## config.mk

```make
export PLATFORM = sky130hd
export DESIGN_NAME = stage_sequencer_flat
export DESIGN_NICKNAME = d
export VERILOG_FILES = /design/src/common/fft_conv_pkg.sv /design/src/common/conv_ctrl_if.sv /design/src/design/stage_sequencer.sv /design/src/flat_wrapper.sv
export SDC_FILE = /design/constraint.sdc
export NUM_CORES = 1
export LEC_CHECK = 0
export BUFFER_PORTS_ARGS = -buffer_cell sky130_fd_sc_hd__buf_2
export CAP_MARGIN = 20
export CORE_AREA = 2 2 39 41
export CTS_CLUSTER_SIZE = 28
export DETAILED_ROUTE_END_ITERATION = 8
export DIE_AREA = 0 0 41 43
export GPL_ROUTABILITY_DRIVEN = 0
export GPL_TIMING_DRIVEN = 0
export SYNTH_ARGS = -nofsm -noshare
export SYNTH_HDL_FRONTEND = slang
export SYNTH_SLANG_ARGS = --single-unit
```

## constraint.sdc

```tcl
create_clock -name clk -period 0.97 [get_ports clk]
set_input_delay 0 -clock clk [delete_from_list [all_inputs] [get_ports clk]]
set_output_delay 0 -clock clk [all_outputs]
set_load 0.01 [all_outputs]
```

## src/common/fft_conv_pkg.sv

```systemverilog
`default_nettype none

package fft_conv_pkg;

    // ==============================
    // block sizes
    // ==============================

    // twiddle tables below only hold for a 4-point transform
    localparam int TILE_SIZE   = 4;
    localparam int KERNEL_SIZE = 3;
    // edge of the region where circular and linear convolution agree
    localparam int OUT_SIZE    = TILE_SIZE - KERNEL_SIZE + 1;

    // ==============================
    // widths
    // ==============================

    localparam int PIXEL_WIDTH  = 8;
    localparam int WEIGHT_WIDTH = 8;
    // 16 terms of +-1 times an 8-bit value
    localparam int SPEC_WIDTH   = 12;
    // 12 x 13 bit product plus one bit for the P+Q sum
    localparam int PROD_WIDTH   = 26;
    // inverse sums before the divide by 16
    localparam int IDFT_WIDTH   = 30;
    localparam int OUT_WIDTH    = 29;

    typedef logic signed [PIXEL_WIDTH-1:0]  pixel_t;
    typedef logic signed [WEIGHT_WIDTH-1:0] weight_t;
    typedef logic signed [SPEC_WIDTH-1:0]   spec_t;
    typedef logic signed [PROD_WIDTH-1:0]   prod_t;
    typedef logic signed [IDFT_WIDTH-1:0]   idft_t;
    typedef logic signed [OUT_WIDTH-1:0]    out_t;
    // holds -1, 0 or +1
    typedef logic signed [1:0]              coeff_t;

    // one state per registered stage, done parks the engine
    typedef enum logic [2:0] {
        FORWARD,
        MULTIPLY,
        INVERSE,
        ACCUMULATE,
        DONE
    } stage_e;

    // ==============================
    // twiddles exp(-j*2*pi*k*n/4)
    // ==============================

    // 2'sb11 is -1
    localparam coeff_t TWIDDLE_RE [TILE_SIZE][TILE_SIZE] = '{
        '{2'sb01, 2'sb01, 2'sb01, 2'sb01},
        '{2'sb01, 2'sb00, 2'sb11, 2'sb00},
        '{2'sb01, 2'sb11, 2'sb01, 2'sb11},
        '{2'sb01, 2'sb00, 2'sb11, 2'sb00}
    };

    // inverse transform uses this with the sign flipped
    localparam coeff_t TWIDDLE_IM [TILE_SIZE][TILE_SIZE] = '{
        '{2'sb00, 2'sb00, 2'sb00, 2'sb00},
        '{2'sb00, 2'sb11, 2'sb00, 2'sb01},
        '{2'sb00, 2'sb00, 2'sb00, 2'sb00},
        '{2'sb00, 2'sb01, 2'sb00, 2'sb11}
    };

endpackage

`default_nettype wire

```

## src/common/conv_ctrl_if.sv

```systemverilog
`timescale 1ns/10ps
`default_nettype none

interface conv_ctrl_if #(
    parameter int CHANNELS = 3
);

    // keep one bit even for a single channel
    localparam int CH_WIDTH = (CHANNELS > 1) ? $clog2(CHANNELS) : 1;

    // stage enables, one cycle each
    logic                forward_en;
    logic                multiply_en;
    logic                inverse_en;
    logic                accumulate_en;
    // channel in work
    logic [CH_WIDTH-1:0] channel;
    logic                last_channel;

    modport sequencer (
        output forward_en, multiply_en, inverse_en, accumulate_en,
        input  last_channel
    );

    modport counter (
        input  accumulate_en,
        output channel, last_channel
    );

    modport datapath (
        input forward_en, multiply_en, inverse_en, accumulate_en, channel
    );

endinterface

`default_nettype wire

```

## src/design/stage_sequencer.sv

```systemverilog
`timescale 1ns/10ps
`default_nettype none

module stage_sequencer (
    input  logic           clk,
    input  logic           reset,
    conv_ctrl_if.sequencer ctrl,
    output logic           done
);

    fft_conv_pkg::stage_e state;
    fft_conv_pkg::stage_e state_next;

    // ==============================
    // next state
    // ==============================

    always_comb begin
        case (state)
            fft_conv_pkg::FORWARD:    state_next = fft_conv_pkg::MULTIPLY;
            fft_conv_pkg::MULTIPLY:   state_next = fft_conv_pkg::INVERSE;
            fft_conv_pkg::INVERSE:    state_next = fft_conv_pkg::ACCUMULATE;
            fft_conv_pkg::ACCUMULATE: begin
                // loop back for the next channel or stop
                if (ctrl.last_channel) begin
                    state_next = fft_conv_pkg::DONE;
                end else begin
                    state_next = fft_conv_pkg::FORWARD;
                end
            end
            // done is held until reset
            default:                  state_next = fft_conv_pkg::DONE;
        endcase
    end

    always_ff @(posedge clk or posedge reset) begin
        if (reset) begin
            state <= fft_conv_pkg::FORWARD;
        end else begin
            state <= state_next;
        end
    end

    // ==============================
    // stage decode
    // ==============================

    assign ctrl.forward_en    = (state == fft_conv_pkg::FORWARD);
    assign ctrl.multiply_en   = (state == fft_conv_pkg::MULTIPLY);
    assign ctrl.inverse_en    = (state == fft_conv_pkg::INVERSE);
    assign ctrl.accumulate_en = (state == fft_conv_pkg::ACCUMULATE);
    assign done               = (state == fft_conv_pkg::DONE);

    // exactly one stage enable or done is high at any time
    // an illegal state code would leave all of them low
    assert property (@(posedge clk) disable iff (reset)
        $onehot({ctrl.forward_en, ctrl.multiply_en, ctrl.inverse_en, ctrl.accumulate_en, done}))
        else $error("stage decode not one-hot");

endmodule

`default_nettype wire

```

## src/flat_wrapper.sv

```systemverilog
// flat-port wrapper written by rule: the top's interface ports become plain ports
module stage_sequencer_flat 
  (clk, reset, done, ctrl_forward_en, ctrl_multiply_en, ctrl_inverse_en, ctrl_accumulate_en, ctrl_last_channel);
  conv_ctrl_if ctrl_i ();
  input  logic clk;
  input  logic reset;
  output logic done;
  output wire logic [$bits(ctrl_i.forward_en)-1:0] ctrl_forward_en;
  output wire logic [$bits(ctrl_i.multiply_en)-1:0] ctrl_multiply_en;
  output wire logic [$bits(ctrl_i.inverse_en)-1:0] ctrl_inverse_en;
  output wire logic [$bits(ctrl_i.accumulate_en)-1:0] ctrl_accumulate_en;
  input wire logic [$bits(ctrl_i.last_channel)-1:0] ctrl_last_channel;
  assign ctrl_forward_en = ctrl_i.forward_en;
  assign ctrl_multiply_en = ctrl_i.multiply_en;
  assign ctrl_inverse_en = ctrl_i.inverse_en;
  assign ctrl_accumulate_en = ctrl_i.accumulate_en;
  assign ctrl_i.last_channel = ctrl_last_channel;
  stage_sequencer u_core (.clk(clk), .reset(reset), .ctrl(ctrl_i), .done(done));
endmodule
```

==> results by group <==
CTS
  – Total CTS buffers: 3
  – Clk sinks: 3
  – Clock Latency Late Sink: 0.24 ns
  – CTS root buf: clkbuf_4
  – Clock-pin slew on the worst setup and hold paths: 0.04 ns
  – CTS tree: done
  – Max Buffers Root-to-Sink: 2
  – H-tree Lvls: 1

Floorplanning
  – Die width: 41 um
  – Starting Density: 10.2%
  – Row cnt: 14
  – Die area: 0.00176 sq mm
  – Top Ports: 8
  – CORE AREA: 0.00138 sq mm
  – Die height: 43 um

Synth
  – Post-Syn Area: 141 sq um
  – Synth unique cells: 9
  – Syn_area_per_cell: 10.9 sq um
  – Synth warn: 0
  – Asr flop ratio synth: 100%
  – Seq cells post-synth: 3
  – Count leader, synth: dfrtp_1
  – Mux cell area share after synthesis: 0%
  – Synth area leader: dfrtp_1
  – Syn Inst Count: 13
  – Register area share after synthesis: 53.1%
  – Synth Area in Simple Gates: 31.9%
  – Net Count, Synth: 16
  – Share of the synthesized area in the top cell type: 53.1%
  – Top post-synthesis cells by count: 3 x dfrtp_1, 2 x nor2_1, 2 x nor3b_1
  – Adder-cell share of the synthesized area: 0%
  – Synth Area in Compound Gates: 6.19%
  – XOR/XNOR Fraction of Synth Area: 6.19%
  – Synth area leaders: dfrtp_1 53%, nor3b_1 11%, and3b_2 7.1%
  – Number of flops mapped to enable cells by yosys: 0
  – Main flop type after synthesis: dfrtp_1
  – Largest family of logic cells by synthesized area: simple AND/OR/NAND/NOR gates

Power and ir drop
  – Clock network power share: 22.5%
  – Comb power frac: 48.2%
  – Switching Share: 34.2%
  – Tot Pwr: 0.000994 W
  – Max IR drop VDD: 0.613 mV
  – Sw power: 0.000340 W
  – Leakage: 0.152 nW
  – P_int: 0.000655 W
  – Reg power frac: 29.4%
  – Pwr/cell area: 3230 mW/mm^2

STA
  – Final Max Tran Viols: 0
  – Clk_skew: 0.00543 ns
  – RSZ-0062 raised after global routing: yes
  – Maximum clock frequency: 949 MHz
  – Final hold slack: 0.0167 ns
  – Max-Slew Margin vs Limit: 90.9%
  – Final WS setup: -0.0838 ns
  – Tmin final: 1.05 ns
  – Fin. Hold Viols: 0
  – Sum Neg Setup Slack: -0.172 ns
  – Final setup fails: 5
  – Worst-Margin Slew: 0.135 ns
  – Tcrit/Tclk final: 109%

Setup path
  – Critical Path Sink Type: primary output
  – Max incr delay on CP: 0.44 ns
  – Reg-to-reg critical path startpoint: u_core.state[0]
  – R2R setup slack: 0.02 ns
  – CP max-delay cell: dfrtp_2
  – CP Data Arrival Time: 1.05 ns
  – Worst Path Required: 0.97 ns
  – Startpoint types: register
  – R2R cell count: 4
  – Worst r2r dst: u_core.state[0]
  – Worst-path cell chain: nor2_2, and2_4, buf_6
  – CP Max Fanout: 6
  – Setup CP Type: register to primary output

Routing
  – Routed len/inst: 9.21 um
  – Iter 0 DRT Violations: 3
  – Post-route DRC violation count: 0
  – Post-route ant nets: 0
  – Initial DRT Pass Iterations: 2
  – Final wirelength: 433 um
  – DR vias: 171
  – Vias per cell: 3.64

Finish
  – N_diodes: 0
  – Top reg by flops: u_core.state
  – Post-layout instance count excluding filler cells: 47
  – Area delta synth->final: 118%
  – Post-layout util: 22.2%
  – Share of cells above drive strength 1: 80.6%
  – Final #Nets: 35
  – Largest registers: u_core.state x3
  – Max FFs per register: 3

Placement
  – Port bufs: 7
  – Placed Cells: 36
  – DP HPWL: 230 um

Global route
  – Number of global-route vias before repair: 164
  – First-pass GRT wire length: 621 um
  – Total congestion overflow: 0
  – Largest net degree at the start of global routing: 7
  – GRT Util Overall: 6.41%
  – Antenna violations before repair: 0

Worst hold path
  – Min-delay src: ctrl_last_channel
  – Hold Crit Class: primary input to register
  – Hold endpoint: u_core.state[2]
  – Hold depth: 2

Run status
  – Status: finished with violations
  – Failing checks: negative setup slack

Flow run
  – Max cap viols: 0
[power groups by stage]
stage / combinational, W / clock [W] / sequential (W)
2_1_floorplan: 0.000164 / 0 / 0.000254
5_1_grt: 0.000515 / 0.000254 / 0.000303
4_1_cts: 0.000443 / 0.000233 / 0.000288
3_5_place_dp: 0.000246 / 0 / 0.000282
6_report: 0.000479 / 0.000223 / 0.000292
3_3_place_gp: 0.000245 / 0 / 0.000277
[worst max-delay path: cells and delay by family (launching register included)]
family | cells | cell delay (ns)
simple gates | 2 | 0.29
flops | 1 | 0.44
buf+inv | 1 | 0.09
[per-layer routing]
layer | routed length (um) | up-vias | GRT usage, %
li1 | - | 80 | -
met1 | 136 | 83 | 3.51
met2 | 262 | 6 | 9.06
met3 | 22 | 2 | 4.71
met4 | 12 | 0 | 10.0
met5 | 0 | - | 0
[cell type report]
type	instances	area, sq um
fill	161	1080
timing repair buffer	14	103
sequential	3	78.8
multi-input combinational	9	76.3
clock buffer	4	26.3
tap	16	20.0
inverter	1	3.75
[per-stage QoR]
| step | cell area (sq um) | setup slack (ns) |
|---|---|---|
| 4_1_cts | 300 | -0.0628 |
| 5_1_grt | 308 | -0.118 |
| 3_3_place_gp | 196 | 0.140 |
| 2_1_floorplan | 141 | 0.208 |
| 6_report | 308 | -0.0838 |
| 3_5_place_dp | 196 | 0.127 |
[how the worst max path moves through the flow]
stage / slack [ns] / cells after the start / startpoint / end
after floorplan: 0.21 / 1 / u_core.state[0] / u_core.state[2]
after global placement: 0.14 / 3 / u_core.state[0] / ctrl_inverse_en
after detailed placement: 0.13 / 3 / u_core.state[0] / ctrl_inverse_en
after CTS: -0.06 / 3 / u_core.state[2] / ctrl_inverse_en
after global routing: -0.12 / 3 / u_core.state[0] / ctrl_inverse_en
final: -0.08 / 3 / u_core.state[0] / ctrl_inverse_en
[placed cells by master, fill, tap and decap left out, types with 2 or more instances in the layout]
master and n:
buf_6 2, clkbuf_4 3, buf_4 6, nor3b_2 2
buf_2 5, dfrtp_2 3
[cell families (layout without fill, tap and decap cells)]
kind of cell              Yosys count  in the layout
buffers and inverters               1             19
xor gates and xnor gates            1              1
and+or+nand+nor                     7              7
AOI/OAI and AO/OA                   1              1
DFF                                 3              3
[timing repair]
item	4_1_cts	5_1_grt
endpoints found under the hold margin	3	0
hold buffers	1	0
pin swaps	4	4
setup endpoints to repair	5	5
resized for setup	9	0
buffers inserted	5	1
(Power assumes the default switching activity.)
