[config.mk]
export PLATFORM = sky130hd
export DESIGN_NAME = dft4_inverse_crop_flat
export DESIGN_NICKNAME = d
export VERILOG_FILES = /design/src/common/fft_conv_pkg.sv /design/src/common/conv_ctrl_if.sv /design/src/transform/dft4_inverse_crop.sv /design/src/flat_wrapper.sv
export SDC_FILE = /design/constraint.sdc
export NUM_CORES = 2
export LEC_CHECK = 0
export ABC_AREA = 1
export BUFFER_PORTS_ARGS = -buffer_cell sky130_fd_sc_hd__buf_2
export CORE_AREA = 2 2 372 374
export CTS_CLUSTER_SIZE = 12
export DETAILED_ROUTE_END_ITERATION = 12
export DIE_AREA = 0 0 374 376
export MAX_ROUTING_LAYER = met4
export PLACE_DENSITY_LB_ADDON = 0.2
export SLEW_MARGIN = 0
export SYNTH_ARGS = -nofsm -noshare
export SYNTH_HDL_FRONTEND = slang
export SYNTH_SLANG_ARGS = --single-unit
[constraint.sdc]
create_clock -name clk -period 4.45 [get_ports clk]
set_clock_uncertainty 0.15 [all_clocks]
set_input_delay 0.89 -clock clk [delete_from_list [all_inputs] [get_ports clk]]
set_output_delay 0.89 -clock clk [all_outputs]
set_load 0.01 [all_outputs]
[src/common/fft_conv_pkg.sv]
`default_nettype none

package fft_conv_pkg;

    // ==============================
    // block sizes
    // ==============================

    // twiddle tables below only hold for a 4-point transform
    localparam int TILE_SIZE   = 4;
    localparam int KERNEL_SIZE = 3;
    // edge of the region where circular and linear convolution agree
    localparam int OUT_SIZE    = TILE_SIZE - KERNEL_SIZE + 1;

    // ==============================
    // widths
    // ==============================

    localparam int PIXEL_WIDTH  = 8;
    localparam int WEIGHT_WIDTH = 8;
    // 16 terms of +-1 times an 8-bit value
    localparam int SPEC_WIDTH   = 12;
    // 12 x 13 bit product plus one bit for the P+Q sum
    localparam int PROD_WIDTH   = 26;
    // inverse sums before the divide by 16
    localparam int IDFT_WIDTH   = 30;
    localparam int OUT_WIDTH    = 29;

    typedef logic signed [PIXEL_WIDTH-1:0]  pixel_t;
    typedef logic signed [WEIGHT_WIDTH-1:0] weight_t;
    typedef logic signed [SPEC_WIDTH-1:0]   spec_t;
    typedef logic signed [PROD_WIDTH-1:0]   prod_t;
    typedef logic signed [IDFT_WIDTH-1:0]   idft_t;
    typedef logic signed [OUT_WIDTH-1:0]    out_t;
    // holds -1, 0 or +1
    typedef logic signed [1:0]              coeff_t;

    // one state per registered stage, done parks the engine
    typedef enum logic [2:0] {
        FORWARD,
        MULTIPLY,
        INVERSE,
        ACCUMULATE,
        DONE
    } stage_e;

    // ==============================
    // twiddles exp(-j*2*pi*k*n/4)
    // ==============================

    // 2'sb11 is -1
    localparam coeff_t TWIDDLE_RE [TILE_SIZE][TILE_SIZE] = '{
        '{2'sb01, 2'sb01, 2'sb01, 2'sb01},
        '{2'sb01, 2'sb00, 2'sb11, 2'sb00},
        '{2'sb01, 2'sb11, 2'sb01, 2'sb11},
        '{2'sb01, 2'sb00, 2'sb11, 2'sb00}
    };

    // inverse transform uses this with the sign flipped
    localparam coeff_t TWIDDLE_IM [TILE_SIZE][TILE_SIZE] = '{
        '{2'sb00, 2'sb00, 2'sb00, 2'sb00},
        '{2'sb00, 2'sb11, 2'sb00, 2'sb01},
        '{2'sb00, 2'sb00, 2'sb00, 2'sb00},
        '{2'sb00, 2'sb01, 2'sb00, 2'sb11}
    };

endpackage

`default_nettype wire

[src/common/conv_ctrl_if.sv]
`timescale 1ns/10ps
`default_nettype none

interface conv_ctrl_if #(
    parameter int CHANNELS = 3
);

    // keep one bit even for a single channel
    localparam int CH_WIDTH = (CHANNELS > 1) ? $clog2(CHANNELS) : 1;

    // stage enables, one cycle each
    logic                forward_en;
    logic                multiply_en;
    logic                inverse_en;
    logic                accumulate_en;
    // channel in work
    logic [CH_WIDTH-1:0] channel;
    logic                last_channel;

    modport sequencer (
        output forward_en, multiply_en, inverse_en, accumulate_en,
        input  last_channel
    );

    modport counter (
        input  accumulate_en,
        output channel, last_channel
    );

    modport datapath (
        input forward_en, multiply_en, inverse_en, accumulate_en, channel
    );

endinterface

`default_nettype wire

[src/transform/dft4_inverse_crop.sv]
`timescale 1ns/10ps
`default_nettype none

module dft4_inverse_crop (
    input  logic                clk,
    input  logic                reset,
    conv_ctrl_if.datapath       ctrl,
    input  fft_conv_pkg::prod_t prod_re [fft_conv_pkg::TILE_SIZE][fft_conv_pkg::TILE_SIZE],
    input  fft_conv_pkg::prod_t prod_im [fft_conv_pkg::TILE_SIZE][fft_conv_pkg::TILE_SIZE],
    output fft_conv_pkg::idft_t block [fft_conv_pkg::OUT_SIZE][fft_conv_pkg::OUT_SIZE]
);

    localparam int N = fft_conv_pkg::TILE_SIZE;
    localparam int M = fft_conv_pkg::OUT_SIZE;
    // first row and column of the valid block
    localparam int OFS = N - M;

    // first pass results for the kept rows only
    fft_conv_pkg::idft_t pass_re [M][N];
    fft_conv_pkg::idft_t pass_im [M][N];
    fft_conv_pkg::idft_t kept    [M][M];
    logic                frac_nonzero;

    // ==============================
    // inverse transform
    // ==============================

    // conjugate twiddles, so every imaginary table term flips sign
    always_comb begin
        // first pass down the rows, complex in and out
        for (int i = 0; i < M; i++) begin
            for (int j = 0; j < N; j++) begin
                pass_re[i][j] = '0;
                pass_im[i][j] = '0;
                for (int k = 0; k < N; k++) begin
                    pass_re[i][j] += fft_conv_pkg::idft_t'(fft_conv_pkg::TWIDDLE_RE[i+OFS][k])
                                   * fft_conv_pkg::idft_t'(prod_re[k][j])
                                   + fft_conv_pkg::idft_t'(fft_conv_pkg::TWIDDLE_IM[i+OFS][k])
                                   * fft_conv_pkg::idft_t'(prod_im[k][j]);
                    pass_im[i][j] += fft_conv_pkg::idft_t'(fft_conv_pkg::TWIDDLE_RE[i+OFS][k])
                                   * fft_conv_pkg::idft_t'(prod_im[k][j])
                                   - fft_conv_pkg::idft_t'(fft_conv_pkg::TWIDDLE_IM[i+OFS][k])
                                   * fft_conv_pkg::idft_t'(prod_re[k][j]);
                end
            end
        end
        // second pass along the columns, only the real part of the kept block
        frac_nonzero = 1'b0;
        for (int i = 0; i < M; i++) begin
            for (int j = 0; j < M; j++) begin
                kept[i][j] = '0;
                for (int k = 0; k < N; k++) begin
                    kept[i][j] += fft_conv_pkg::idft_t'(fft_conv_pkg::TWIDDLE_RE[k][j+OFS])
                                * pass_re[i][k]
                                + fft_conv_pkg::idft_t'(fft_conv_pkg::TWIDDLE_IM[k][j+OFS])
                                * pass_im[i][k];
                end
                frac_nonzero = frac_nonzero | (|kept[i][j][3:0]);
            end
        end
    end

    // divide by 16 leaves no remainder for integer inputs
    always_ff @(posedge clk or posedge reset) begin
        if (reset) begin
            block <= '{default: '0};
        end else if (ctrl.inverse_en) begin
            for (int i = 0; i < M; i++) begin
                for (int j = 0; j < M; j++) begin
                    block[i][j] <= kept[i][j] >>> 4;
                end
            end
        end
    end

    // a remainder here means a width overflow somewhere upstream
    assert property (@(posedge clk) disable iff (reset) ctrl.inverse_en |-> !frac_nonzero)
        else $error("inverse sum not a multiple of 16");

endmodule

`default_nettype wire

[src/flat_wrapper.sv]
// flat-port wrapper written by rule: the top's interface ports become plain ports
module dft4_inverse_crop_flat 
  (clk, reset, prod_re, prod_im, block, ctrl_forward_en, ctrl_multiply_en, ctrl_inverse_en, ctrl_accumulate_en, ctrl_channel);
  conv_ctrl_if ctrl_i ();
  input  logic clk;
  input  logic reset;
  input  fft_conv_pkg::prod_t prod_re[fft_conv_pkg::TILE_SIZE][fft_conv_pkg::TILE_SIZE];
  input  fft_conv_pkg::prod_t prod_im[fft_conv_pkg::TILE_SIZE][fft_conv_pkg::TILE_SIZE];
  output fft_conv_pkg::idft_t block[fft_conv_pkg::OUT_SIZE][fft_conv_pkg::OUT_SIZE];
  input wire logic [$bits(ctrl_i.forward_en)-1:0] ctrl_forward_en;
  input wire logic [$bits(ctrl_i.multiply_en)-1:0] ctrl_multiply_en;
  input wire logic [$bits(ctrl_i.inverse_en)-1:0] ctrl_inverse_en;
  input wire logic [$bits(ctrl_i.accumulate_en)-1:0] ctrl_accumulate_en;
  input wire logic [$bits(ctrl_i.channel)-1:0] ctrl_channel;
  assign ctrl_i.forward_en = ctrl_forward_en;
  assign ctrl_i.multiply_en = ctrl_multiply_en;
  assign ctrl_i.inverse_en = ctrl_inverse_en;
  assign ctrl_i.accumulate_en = ctrl_accumulate_en;
  assign ctrl_i.channel = ctrl_channel;
  dft4_inverse_crop u_core (.clk(clk), .reset(reset), .ctrl(ctrl_i), .prod_re(prod_re), .prod_im(prod_im), .block(block));
endmodule
==> qor.txt <==
Hold_ws -> 327 ps
Fillers -> 13000
Port Buffer Count -> 850
Largest cells by area after synthesis -> fa_1 (38%), inv_1 (15%), ha_1 (10%)
Final ANT Viol Nets -> 0
CP most frequent cell -> fa_1
Worst path bufs/invs -> 11
CP arrival -> 8590 ps
Largest net degree at the start of global routing -> 123
Synth Register Bits -> 104
Die area -> 141000 um2
Max-cap check violation count -> 0
Fin util -> 58.0%
Reg2Reg Depth -> 2
Routed WL -> 282000 um
Detailed placement HPWL -> 261000 um
Post-DR vias/cell -> 4.84
CTS tree -> done
Max Fclk -> 118 MHz
Max incr delay on CP -> 590 ps
Clock Sinks -> 104
All-layer global routing usage -> 41.1%
Most common cell after layout, fill and taps aside -> buf_4
CP top delay family -> adder cells
Placer Congestion -> 1.08
Area share of the largest cell type after synthesis -> 38.4%
Worst Slack Setup Final -> -4030 ps
Final period util -> 191%
Max-slew violations -> 0
Number of global-route vias before repair -> 56900
Post-synthesis cell count -> 6388
Hold path depth -> 2
Initial detailed-routing violation count -> 4047
Failing checks -> negative setup slack
# setup viols final -> 104
Initial antenna violation count -> 136
Top_reg_cell synth -> dfrtp_1
Initial core utilization -> 36.6%
Final min period -> 8480 ps
Slew @ Worst Pin -> 883 ps
CP Capture Type -> flip-flop
Syn Area/Cell -> 7.82 um2
Final hold vios -> 0
Commonest non-fill, non-tap cells in the layout -> buf_4 (2068), inv_1 (1821), fa_1 (871)
Post-synth top area cell -> fa_1
Layout cell share with drive strength beyond 1 -> 42.6%
CP required -> 4560 ps
Drc violations -> 0
Clk buf depth -> 2
DR WL/cell -> 25.0 um
Die height -> 376 um
Reg clk slew, reported paths -> 80 ps
Crit-path slowest cell -> fa_1
DP Area -> 74300 um2
Clock Tree Root -> clkbuf_16
Vias -> 54600
Largest registers -> u_core.block: 104 flops
Slew headroom -> 41.1%
Register area share after synthesis -> 5.21%
Hold WC Path Type -> reg2reg
Die Wd -> 374 um
Post-route cell area -> 79200 um2
Syn_nets -> 8583
Synth-to-layout area growth -> 58.6%
Reg with most FFs -> u_core.block
First-pass GRT wire length -> 394000 um
1st-pass router iterations -> 5
Critical-path maximum fanout -> 4
Worst path depth -> 34
Clk_lat worst skew -> 390 ps
Synthesized cell area -> 50000 um2
Multi-input logic area -> 44900 um2
IO Pins -> 960
Core ar. -> 137000 um2
Number of synthesized flops with an enable pin -> 0
Final net count -> 11600
WS Path Type -> in2reg
# rows -> 136
Num CTS Buffers -> 9
Setup_tns -> -338170 ps
Post-synthesis cell type count -> 69
Status -> complete, but fails checks
Critical Path Source Type -> input port
Max reg flops -> 104
Unrepaired setup endpoints after global routing -> true
Gr ovfl total -> 0
Ys Warns -> 0
CTS H-tree depth -> 3
Sequential cell area -> 2600 um2
Post-synthesis async set-or-reset flop share -> 100%
area by class of cell:
class / instances / share of cell area, %
clock buffer: 9 / 0.284
inverter: 1964 / 9.34
timing repair buffer: 3030 / 27.1
multi-input combinational: 4281 / 56.7
sequential: 104 / 3.29
tap: 1794 / 2.83
clock inverter: 7 / 0.0837
antenna: 104 / 0.329
what timing repair did:
item	in CTS	in global routing
pin swaps	241	335
gates resized for setup	422	403
hold buffers	0	0
buffers inserted	74	72
endpoints found under the setup margin	104	104
worst register-to-register path: cells and delay by family (launching register included):
| family | cells | cell delay [ps] |
|---|---|---|
| simple gates | 2 | 210 |
| flops | 1 | 570 |
cells by family after synthesis:
kind of cell | after synthesis | synth area share [%]
buf+inv | 2003 | 15.2
simple gates | 1619 | 14.1
fa+ha+maj | 1355 | 48.3
compound gates | 915 | 10.3
xor+xnor | 392 | 6.93
flops | 104 | 5.21
synthesized netlist by cell type, types with 4 or more instances:
master    count
a21boi_0      8
a21boi_2      4
a21o_1       32
a21oi_1     404
a21oi_2       6
a221oi_1      7
a31oi_1      63
and2_1        4
buf_4        16
clkbuf_1     21
dfrtp_1     104
fa_1        957
ha_1        398
inv_1      1956
inv_2         8
nand2_1     838
nand2_2       8
nand3_1     219
nand3_2       7
nand3b_1      4
nand4_1      46
nor2_1      325
nor2_2        7
nor3_1       64
nor3_2        7
nor4_1       32
o211ai_1     15
o21a_1        7
o21ai_0     261
o21ai_1      23
o21ai_2       6
o21bai_1     27
o221ai_1      8
o31ai_1      26
or2_2        35
xnor2_1     149
xor2_1      240
worst paths after layout:
check | startpoint | to | slack [ps]
worst max-delay path | prod_re[31] | u_core.block[83]$_DFFE_PP0P_ | -4030
worst min-delay path | u_core.block[47]$_DFFE_PP0P_ | u_core.block[47]$_DFFE_PP0P_ | 330
worst max register to register | u_core.block[85]$_DFFE_PP0P_ | u_core.block[85]$_DFFE_PP0P_ | 3470
worst min register to register | u_core.block[47]$_DFFE_PP0P_ | u_core.block[47]$_DFFE_PP0P_ | 330
max in group asynchronous | reset | u_core.block[85]$_DFFE_PP0P_ | 2710
min in group asynchronous | reset | u_core.block[68]$_DFFE_PP0P_ | 540
through the flow:
step	instances	setup WS (ps)
floorplan	6388	-3220
global placement	11100	-4740
detailed placement	11100	-4790
CTS	11100	-4020
global route	11300	-4160
finish	11300	-4030
routing by layer:
layer / GRT usage (%) / part of all wire, % / vias up
met3: 8.18 / 8.4 / 527
met2: 65.6 / 46 / 2150
met1: 48.5 / 38 / 26500
li1: - / - / 25400
met5: - / 0 / -
met4: 23.1 / 7.3 / 0
Power is not shown: default switching activity piles up to over one toggle a cycle in this logic, so the estimate is an artifact.
