### src/common/fft_conv_pkg.sv
`default_nettype none

package fft_conv_pkg;

    // ==============================
    // block sizes
    // ==============================

    // twiddle tables below only hold for a 4-point transform
    localparam int TILE_SIZE   = 4;
    localparam int KERNEL_SIZE = 3;
    // edge of the region where circular and linear convolution agree
    localparam int OUT_SIZE    = TILE_SIZE - KERNEL_SIZE + 1;

    // ==============================
    // widths
    // ==============================

    localparam int PIXEL_WIDTH  = 8;
    localparam int WEIGHT_WIDTH = 8;
    // 16 terms of +-1 times an 8-bit value
    localparam int SPEC_WIDTH   = 12;
    // 12 x 13 bit product plus one bit for the P+Q sum
    localparam int PROD_WIDTH   = 26;
    // inverse sums before the divide by 16
    localparam int IDFT_WIDTH   = 30;
    localparam int OUT_WIDTH    = 29;

    typedef logic signed [PIXEL_WIDTH-1:0]  pixel_t;
    typedef logic signed [WEIGHT_WIDTH-1:0] weight_t;
    typedef logic signed [SPEC_WIDTH-1:0]   spec_t;
    typedef logic signed [PROD_WIDTH-1:0]   prod_t;
    typedef logic signed [IDFT_WIDTH-1:0]   idft_t;
    typedef logic signed [OUT_WIDTH-1:0]    out_t;
    // holds -1, 0 or +1
    typedef logic signed [1:0]              coeff_t;

    // one state per registered stage, done parks the engine
    typedef enum logic [2:0] {
        FORWARD,
        MULTIPLY,
        INVERSE,
        ACCUMULATE,
        DONE
    } stage_e;

    // ==============================
    // twiddles exp(-j*2*pi*k*n/4)
    // ==============================

    // 2'sb11 is -1
    localparam coeff_t TWIDDLE_RE [TILE_SIZE][TILE_SIZE] = '{
        '{2'sb01, 2'sb01, 2'sb01, 2'sb01},
        '{2'sb01, 2'sb00, 2'sb11, 2'sb00},
        '{2'sb01, 2'sb11, 2'sb01, 2'sb11},
        '{2'sb01, 2'sb00, 2'sb11, 2'sb00}
    };

    // inverse transform uses this with the sign flipped
    localparam coeff_t TWIDDLE_IM [TILE_SIZE][TILE_SIZE] = '{
        '{2'sb00, 2'sb00, 2'sb00, 2'sb00},
        '{2'sb00, 2'sb11, 2'sb00, 2'sb01},
        '{2'sb00, 2'sb00, 2'sb00, 2'sb00},
        '{2'sb00, 2'sb01, 2'sb00, 2'sb11}
    };

endpackage

`default_nettype wire

### src/common/conv_ctrl_if.sv
`timescale 1ns/10ps
`default_nettype none

interface conv_ctrl_if #(
    parameter int CHANNELS = 3
);

    // keep one bit even for a single channel
    localparam int CH_WIDTH = (CHANNELS > 1) ? $clog2(CHANNELS) : 1;

    // stage enables, one cycle each
    logic                forward_en;
    logic                multiply_en;
    logic                inverse_en;
    logic                accumulate_en;
    // channel in work
    logic [CH_WIDTH-1:0] channel;
    logic                last_channel;

    modport sequencer (
        output forward_en, multiply_en, inverse_en, accumulate_en,
        input  last_channel
    );

    modport counter (
        input  accumulate_en,
        output channel, last_channel
    );

    modport datapath (
        input forward_en, multiply_en, inverse_en, accumulate_en, channel
    );

endinterface

`default_nettype wire

### src/design/channel_accumulator.sv
`timescale 1ns/10ps
`default_nettype none

module channel_accumulator (
    input  logic                clk,
    input  logic                reset,
    conv_ctrl_if.datapath       ctrl,
    input  fft_conv_pkg::idft_t block [fft_conv_pkg::OUT_SIZE][fft_conv_pkg::OUT_SIZE],
    output fft_conv_pkg::out_t [fft_conv_pkg::OUT_SIZE*fft_conv_pkg::OUT_SIZE-1:0] out_data
);

    localparam int M = fft_conv_pkg::OUT_SIZE;

    // one running sum per output position, index i*2+j
    // cleared only by reset, so a run starts from zero
    always_ff @(posedge clk or posedge reset) begin
        if (reset) begin
            out_data <= '0;
        end else if (ctrl.accumulate_en) begin
            for (int i = 0; i < M; i++) begin
                for (int j = 0; j < M; j++) begin
                    out_data[i*M+j] <= out_data[i*M+j]
                                     + fft_conv_pkg::out_t'(block[i][j]);
                end
            end
        end
    end

endmodule

`default_nettype wire

### src/flat_wrapper.sv
// flat-port wrapper written by rule: the top's interface ports become plain ports
module channel_accumulator_flat 
  (clk, reset, block, out_data, ctrl_forward_en, ctrl_multiply_en, ctrl_inverse_en, ctrl_accumulate_en, ctrl_channel);
  conv_ctrl_if ctrl_i ();
  input  logic clk;
  input  logic reset;
  input  fft_conv_pkg::idft_t block[fft_conv_pkg::OUT_SIZE][fft_conv_pkg::OUT_SIZE];
  output fft_conv_pkg::out_t [fft_conv_pkg::OUT_SIZE*fft_conv_pkg::OUT_SIZE-1:0] out_data;
  input wire logic [$bits(ctrl_i.forward_en)-1:0] ctrl_forward_en;
  input wire logic [$bits(ctrl_i.multiply_en)-1:0] ctrl_multiply_en;
  input wire logic [$bits(ctrl_i.inverse_en)-1:0] ctrl_inverse_en;
  input wire logic [$bits(ctrl_i.accumulate_en)-1:0] ctrl_accumulate_en;
  input wire logic [$bits(ctrl_i.channel)-1:0] ctrl_channel;
  assign ctrl_i.forward_en = ctrl_forward_en;
  assign ctrl_i.multiply_en = ctrl_multiply_en;
  assign ctrl_i.inverse_en = ctrl_inverse_en;
  assign ctrl_i.accumulate_en = ctrl_accumulate_en;
  assign ctrl_i.channel = ctrl_channel;
  channel_accumulator u_core (.clk(clk), .reset(reset), .ctrl(ctrl_i), .block(block), .out_data(out_data));
endmodule
### config.mk
export PLATFORM = sky130hd
export DESIGN_NAME = channel_accumulator_flat
export DESIGN_NICKNAME = d
export VERILOG_FILES = /design/src/common/fft_conv_pkg.sv /design/src/common/conv_ctrl_if.sv /design/src/design/channel_accumulator.sv /design/src/flat_wrapper.sv
export SDC_FILE = /design/constraint.sdc
export NUM_CORES = 1
export LEC_CHECK = 0
export ABC_AREA = 1
export BUFFER_PORTS_ARGS = -buffer_cell sky130_fd_sc_hd__buf_2
export CORE_MARGIN = 5
export CORE_UTILIZATION = 52
export DETAILED_ROUTE_END_ITERATION = 12
export PLACE_DENSITY = 0.76
export REMOVE_ABC_BUFFERS = 1
export SETUP_SLACK_MARGIN = 0.4
export SKIP_LAST_GASP = 1
export SLEW_MARGIN = 0
export SYNTH_ARGS = -nofsm -noshare
export SYNTH_HDL_FRONTEND = slang
export SYNTH_SLANG_ARGS = --single-unit
export TNS_END_PERCENT = 10
### constraint.sdc
create_clock -name clk -period 10.7 [get_ports clk]
set_clock_uncertainty 0.2 [all_clocks]
set_input_delay 1.07 -clock clk [delete_from_list [all_inputs] [get_ports clk]]
set_output_delay 1.07 -clock clk [all_outputs]
set_load 0.03 [all_outputs]
==> results_dict.tcl, run 1 <==
set metrics [dict create \
    area_growth_pct 16.5 \
    p_clk_share_pct 12.5 \
    clockRootBuffer "clkbuf_16" \
    antenna_found_initial 2 \
    relSlewSlack_pct 43.3 \
    drv_slew 0 \
    finalSetupTns_ps 0 \
    drive_gt1_share_pct 13.9 \
    crit_family "buffers and inverters" \
    pwr-share-seq_pct 17.8 \
    dp.cells 2703 \
    ir_drop_uv 143 \
    clk_pin_slew_ps 60 \
    rsz0062_at_grt "false" \
    path_class "in -> reg" \
    post-route-period-util_pct 28.3 \
    drv_cap 0 \
    grt_pass1_vias 12800 \
    worstMarginPinSlew_ps 850 \
    p_leak_nw 9.19 \
    stdcell_count 2736 \
    slowest_stage "buf_4" \
    clockBufferDepth 2 \
    synth_top_area_share_pct 28.5 \
    crit_fanout 90 \
    post-cts-setup-buffers 0 \
    start_util_pct 52.7 \
    drt_iter0_drc 788 \
    crit_path_frequent_cell "buf_4" \
    postSynthCellCount 2166 \
    grt_overflow 0 \
    p_per_area_nw_per_um2 324 \
    p_sw_mw 2.63 \
    die_w_um 167 \
    numCtsBuffers 17 \
    end_kind "flop" \
    grt_util_all_layers_pct 26.2 \
    die_h_um 167 \
    die_area_um2 27800 \
    hp-class "reg -> reg" \
    via_count 13400 \
    gp_congestion 0.944 \
    fin_crit_ps 3030 \
    final_common_cell "nand2_1" \
    cts_tree "yes" \
    antenna_left 0 \
    post_drt_via_cell_ratio 4.90 \
    top_register "u_core.out_data" \
    largest_register_ffs 116 \
    clk_latency_ps 430 \
    drc 0 \
    pwr-share-comb_pct 69.7 \
    ctsHtreeMaxLevel 4 \
    crit_path_cell_trace "buf_2 > buf_4 > inv_4 > buf_4 > o21ai_0" \
    io-pin-count 244 \
    status "finished, final reports clean" \
    hpwlAfterDp_um 29700 \
    clock_sinks 116 \
    wl_per_cell_um 13.3 \
    intPower_mw 2.19 \
    ys_warn_count 0 \
    yosys-top-cells-area "nand2_1 (28%), dfrtp_1 (23%), inv_1 (11%), ha_1 (11%), nand3_1 (5.5%)" \
    synth_seq_area_share_pct 22.7 \
    filler_cell_count 2398 \
    critical_path_required_ps 10760 \
    synth-seq-cells 116 \
    hold_violations 0 \
    io_buffers 234 \
    setup_viol 0 \
    nets 2642 \
    rows 57 \
    core_area_um2 24200 \
    dr.pass1.iters 5 \
    grt_pass1_wl_um 61000 \
    reg_top3 "u_core.out_data (116)" \
    cp-start-kind "primary input" \
    holdBufCountCts 0 \
    power_mw 4.83 \
    synthesis.area_um2 12800 \
    p_sw_share_pct 54.6 \
    slowest_delay_ps 790 \
    wl_um 36400 \
    grt_max_degree 91 \
    path_buf_inv 4 \
    syn_avg_cell_area_um2 5.90 \
    critPathArrivalTime_ps 3090 \
    synth.distinct_cells 30 \
    cts_resized 0 \
    final_cell_mix "nand2_1 (970), inv_1 (379), buf_2 (234), nand3_1 (140), nor2_1 (135)" \
    fmax_ghz 0.330 \
    synth_top_cell_by_area "nand2_1" \
]
## routing by layer
metal  vias up  wire length (µm)  global-route usage, %
li1       7109                 -                      -
met1      5880             16800                   34.4
met5         -                 0                      0
met4         0               974                   8.75
met2       357             16600                   44.0
met3        57              2000                   4.05
## cells in the mapped netlist (all sizes together)
cell type / number
a21oi: 65
ha: 112
inv: 383
dfrtp: 116
nand3: 151
nor2: 158
fa: 4
xnor2: 49
nand2: 983
a21o: 4
nand4: 17
clkbuf: 13
o211ai: 4
nand3b: 32
buf: 12
o21ai: 54
a31oi: 5
o21bai: 4
## final cells by class
type                       instances  area [µm²]  share of cell area [%]
multi-input combinational       1642        8340                    56.0
sequential                       116        2900                    19.5
inverter                         383        1440                    9.69
timing repair buffer             238        1200                    8.06
clock buffer                      22         474                    3.18
tap                              324         405                    2.72
clock inverter                     9         128                   0.857
antenna                            2        5.00                  0.0336
## stage by stage
step / util [%] / cell area, µm² / setup slack (ps) / hold slack [ps]
floorplan: - / 12700 / 6360 / 474
global placement: 58.9 / 14300 / 7270 / 280
detailed placement: 58.9 / 14300 / 7200 / 296
CTS: 61.4 / 14900 / 7650 / 310
global route: 61.4 / 14900 / 7450 / 330
finish: 61.4 / 14900 / 7670 / 304
## tightest hold or removal path: cells and delay by family (launching register included)
kind             cells  cell delay (ps)
flip-flops           1              360
AND/OR/NAND/NOR      2              110
## power by group through the flow
| stage | clock (mW) | sequential, mW | combinational [mW] |
|---|---|---|---|
| 4_1_cts | 0.619 | 0.858 | 3.36 |
| 2_1_floorplan | 0 | 1.26 | 2.11 |
| 5_1_grt | 0.639 | 0.894 | 3.79 |
| 3_5_place_dp | 0 | 0.862 | 3.35 |
| 6_report | 0.605 | 0.857 | 3.36 |
| 3_3_place_gp | 0 | 0.853 | 3.30 |
## final timing paths
path,cells past startpoint,startpoint,end,slack [ps]
hold reg to reg,2,u_core.out_data[111],u_core.out_data[111],300
max in group asynchronous,3,reset,u_core.out_data[114],8420
setup reg to reg,11,u_core.out_data[58],u_core.out_data[82],8250
hold / removal,2,u_core.out_data[111],u_core.out_data[111],300
setup / recovery,5,ctrl_accumulate_en,u_core.out_data[60],7670
min in group asynchronous,2,reset,u_core.out_data[39],600
## cells by family (layout without fill, tap and decap cells)
logic type	Yosys count	after routing	share of synthesized area, %
adder cells (fa/ha/maj)	116	116	11.6
XOR/XNOR	49	49	3.36
flip-flops	116	116	22.7
AND/OR/NAND/NOR	1341	1341	44.6
other	0	2	0
buffers and inverters	408	652	12.1
AO/OA/AOI/OAI	136	136	5.67
(Power assumes the default switching activity.)
==> run 2, diff against run 1 <==
- clock period: 10.7 -> 2.9 ns (I/O delays scaled with it)
==> results_dict.tcl, run 2 (same netlist as run 1, synthesis figures left out) <==
set metrics [dict create \
    status "finished, final reports clean" \
    critPathArrivalTime_ps 2530 \
    rows 57 \
    clk_latency_ps 430 \
    hp-class "in -> reg" \
    wl_met2_um 16700 \
    cp-start-kind "primary input" \
    via_count 13600 \
    p_per_area_nw_per_um2 1180 \
    final_common_cell "nand2_1" \
    area_growth_pct 16.6 \
    start_util_pct 52.7 \
    grt_pass1_wl_um 60700 \
    drc 0 \
    rsz0062_at_grt "true" \
    wl_per_cell_um 13.3 \
    fin_crit_ps 2420 \
    grt_overflow 0 \
    reg_top3 "u_core.out_data (116)" \
    gp_congestion 0.924 \
    ctsHtreeMaxLevel 4 \
    power_mw 17.6 \
    worstMarginPinSlew_ps 631 \
    grt_pass1_vias 13000 \
    setup_viol 0 \
    top_register "u_core.out_data" \
    m1WireLength_um 17000 \
    drt_iter0_drc 931 \
    p_leak_nw 9.19 \
    post-cts-setup-buffers 0 \
    post_drt_via_cell_ratio 4.97 \
    die_h_um 167 \
    ir_drop_uv 548 \
    grt_util_all_layers_pct 25.9 \
    dr.pass1.iters 5 \
    wl_um 36500 \
    io-pin-count 244 \
    clockRootBuffer "clkbuf_16" \
    relSlewSlack_pct 57.9 \
    antenna_found_initial 1 \
    drive_gt1_share_pct 13.9 \
    fmax_ghz 0.413 \
    nets 2647 \
    drv_slew 0 \
    clock_sinks 116 \
    end_kind "flop" \
    clk_pin_slew_ps 60 \
    critical_path_required_ps 3010 \
    crit_fanout 4 \
    hpwlAfterDp_um 29400 \
    die_area_um2 27800 \
    postPlaceCellArea_um2 14300 \
    die_w_um 167 \
    drv_cap 0 \
    holdWs_ps 47.6 \
    wl_met3_um 1850 \
    numCtsBuffers 17 \
    core_area_um2 24200 \
    grt_max_degree 144 \
    path_class "in -> reg" \
    clockBufferDepth 2 \
    cts_tree "yes" \
    final_cell_mix "nand2_1 (970), inv_1 (379), buf_2 (234), nand3_1 (140), nor2_1 (135)" \
    hold_violations 0 \
    largest_register_ffs 116 \
    post-route-period-util_pct 83.5 \
    io_buffers 234 \
    top_layer "met4" \
    antenna_left 0 \
    fin_area_um2 14900 \
]
[run 2: power breakdown]
group          total [mW]  internal, mW  switching (mW)
Clock                1.94          1.12           0.815
Combinational        12.5          4.25            8.21
Sequential           3.16          2.44           0.718
[run 2: stage by stage]
step           setup slack (ps)  setup TNS, ps  cells  util [%]
2_1_floorplan              -662         -83100   2141         -
3_3_place_gp                619              0   2703      59.1
3_5_place_dp                590              0   2703      59.1
4_1_cts                     499              0   2739      61.4
5_1_grt                     380              0   2740      61.4
6_report                    479              0   2740      61.4
[run 2: repair_timing]
item | CTS | global route
gates resized for setup | 0 | 1
endpoints found under the setup margin | 0 | 4
hold buffers | 5 | 0
hold endpoints to repair | 46 | 0
[run 2: critical path, stage by stage]
cell	delay [ps]
dlygate4sd3_1	530
buf_2	120
ha_1	220
fa_1	450
nand3_1	110
nand3_1	160
nand2_1	120
nand3_2	130
nand2_1	150
nand4_1	100
nand3_1	100
nand2_1	50
[run 2: area by class of cell]
cell class,count,area [µm²]
Antenna cell,1,2.50
Clock buffer,21,460
Clock inverter,10,60.1
Fill cell,2416,9350
Inverter,383,1440
Multi-Input combinational cell,1642,8340
Sequential cell,116,2900
Tap cell,324,405
Timing Repair Buffer,243,1290
[run 2: layer usage]
layer	vias to the layer above	global-route usage [%]
met3	65	3.39
met1	6044	34.5
met2	386	43.7
met4	0	8.79
li1	7110	-
met5	-	0
[run 2: worst paths after layout]
kind,from,end,slack (ps),depth (start not counted)
setup / recovery,block[60],u_core.out_data[53],480,12
setup reg to reg,u_core.out_data[29],u_core.out_data[53],560,10
hold reg to reg,u_core.out_data[50],u_core.out_data[50],300,2
min in group asynchronous,reset,u_core.out_data[5],330,3
hold / removal,ctrl_accumulate_en,u_core.out_data[115],50,4
max in group asynchronous,reset,u_core.out_data[68],1440,4
==> run 3, diff against run 2 <==
- PLACE_DENSITY: 0.76 -> 0.79
- clock period: 2.9 -> 2 ns (I/O delays scaled with it)
==> results_dict.tcl, run 3 (same netlist as run 1, synthesis figures left out) <==
set metrics [dict create \
    fin_crit_ps 2100 \
    crit_fanout 4 \
    end_kind "flop" \
    antenna_found_initial 4 \
    via_count 15000 \
    clk_latency_ps 430 \
    holdBufCountCts 4 \
    drc 0 \
    pwr-share-seq_pct 14.9 \
    grt_max_degree 75 \
    status "finished, violations left" \
    cp-start-kind "flop" \
    ir_drop_uv 853 \
    holdPathStages 4 \
    relSlewSlack_pct 65.6 \
    slowest_delay_ps 410 \
    start_util_pct 52.7 \
    reg_top3 "u_core.out_data (116)" \
    p_sw_share_pct 52.2 \
    drv_cap 0 \
    p_per_area_nw_per_um2 1790 \
    numCtsBuffers 17 \
    io-pin-count 244 \
    die_area_um2 27800 \
    use_met3_pct 3.77 \
    intPower_mw 15.3 \
    grt_util_all_layers_pct 28.3 \
    gr-usage-met2_pct 48.1 \
    use_met1_pct 36.8 \
    ctsHtreeMaxLevel 4 \
    grt_pass1_vias 14200 \
    grt_overflow 0 \
    worstMarginPinSlew_ps 515 \
    fmax_ghz 0.477 \
    top_register "u_core.out_data" \
    crit_path_cell_trace "ha_4 > fa_2 > nand3_2 > nand3_4 > nand3_2 > nand3b_1 > nand2_1 > nand3b_1 > nand3_1 > nand2_1" \
    gp_congestion 0.951 \
    wl_um 44300 \
    post-route-period-util_pct 105 \
    rsz0062_at_grt "true" \
    postPlaceCellArea_um2 15100 \
    p_sw_mw 16.7 \
    slowest_stage "dfrtp_1" \
    final_cell_mix "nand2_1 (871), inv_1 (372), buf_2 (234), buf_4 (146), nand3_1 (124)" \
    wl_per_cell_um 15.3 \
    drive_gt1_share_pct 29.0 \
    hp-class "in -> reg" \
    violations "negative hold slack, negative setup slack" \
    grt.busiest_layer "met2" \
    largest_register_ffs 116 \
    critPathArrivalTime_ps 2210 \
    fin_ws_ps -97.6 \
    fin_area_um2 17900 \
    dr.pass1.iters 9 \
    die_w_um 167 \
    clk_pin_slew_ps 60 \
    path_class "reg -> reg" \
    clockBufferDepth 2 \
    drv_slew 0 \
    clockRootBuffer "clkbuf_16" \
    io_buffers 234 \
    r2r_cells 10 \
    p_clk_share_pct 10.7 \
    antenna_left 0 \
    rows 57 \
    hpwlAfterDp_um 31700 \
    nets 2795 \
    pwr-share-comb_pct 74.4 \
    post_drt_via_cell_ratio 5.18 \
    setup_viol 20 \
    cts_tree "yes" \
    grt_pass1_wl_um 66200 \
    hold_violations 5 \
    drt_iter0_drc 1278 \
    final_common_cell "nand2_1" \
    die_h_um 167 \
    area_growth_pct 39.8 \
    critical_path_required_ps 2120 \
    core_area_um2 24200 \
    holdWs_ps -78.8 \
    p_leak_nw 10.1 \
    clock_sinks 116 \
]
## run 3: cell count changes in the layout (fill, tap and decap cells not counted), sizes merged
cell	delta
buf	+149
bufinv	+4
clkinv	-3
diode	+3
clkbuf	+2
clkinvlp	-2
dlygate4sd3	-1
## run 3: layer usage
metal  wire, µm  vias to the layer above
li1           -                     7417
met4       1400                        0
met1      18900                     6890
met3       2700                      101
met2      21300                      576
met5          0                        -
## run 3: layout make-up
cell class                      instances  area [µm²]
Multi-Input combinational cell       1642       10000
Fill cell                            1919        6380
Sequential cell                       116        2910
Timing Repair Buffer                  391        2440
Inverter                              383        1440
Clock buffer                           23         478
Tap cell                              324         405
Clock inverter                          9         150
Antenna cell                            4        10.0
## run 3: worst paths after layout
kind / from / to / slack, ps
min in group asynchronous: reset / u_core.out_data[48] / 160
max in group asynchronous: reset / u_core.out_data[43] / 780
max reg2reg: u_core.out_data[58] / u_core.out_data[78] / -100
min reg2reg: u_core.out_data[81] / u_core.out_data[81] / 310
min: block[30] / u_core.out_data[58] / -80
max: u_core.out_data[58] / u_core.out_data[78] / -100
## run 3: power by group through the flow
stage / combinational, mW / clock, mW / sequential [mW]
6_report: 23.8 / 3.42 / 4.76
5_1_grt: 25.9 / 3.57 / 4.91
4_1_cts: 20.1 / 3.43 / 4.46
3_5_place_dp: 19.6 / 0 / 4.45
3_3_place_gp: 19.2 / 0 / 4.40
2_1_floorplan: 11.3 / 0 / 6.75
## run 3: critical path: cells and delay by family, from the launching register on
family        cells  cell delay, ps
flops             1             410
simple gates      8             830
fa+ha+maj         2             550
## run 3: stage by stage
step	TNS (ps)	setup slack, ps	total power [mW]	utilization [%]	cells
floorplan	-265320	-1470	18.0	-	2141
global placement	-1340	-155	23.6	62.4	2805
detailed placement	-4170	-220	24.0	62.4	2805
CTS	-753	-71.6	28.0	66.3	2844
global route	-5660	-197	34.4	73.7	2892
finish	-677	-97.6	32.0	73.7	2892
## run 3: what timing repair did
| item | in CTS | in global routing |
|---|---|---|
| gates cloned | 0 | 0 |
| gates resized for setup | 56 | 298 |
| hold endpoints to repair | 36 | 4 |
| pin swaps | 16 | 90 |
| setup buffers | 3 | 44 |
| setup endpoints to repair | 107 | 108 |
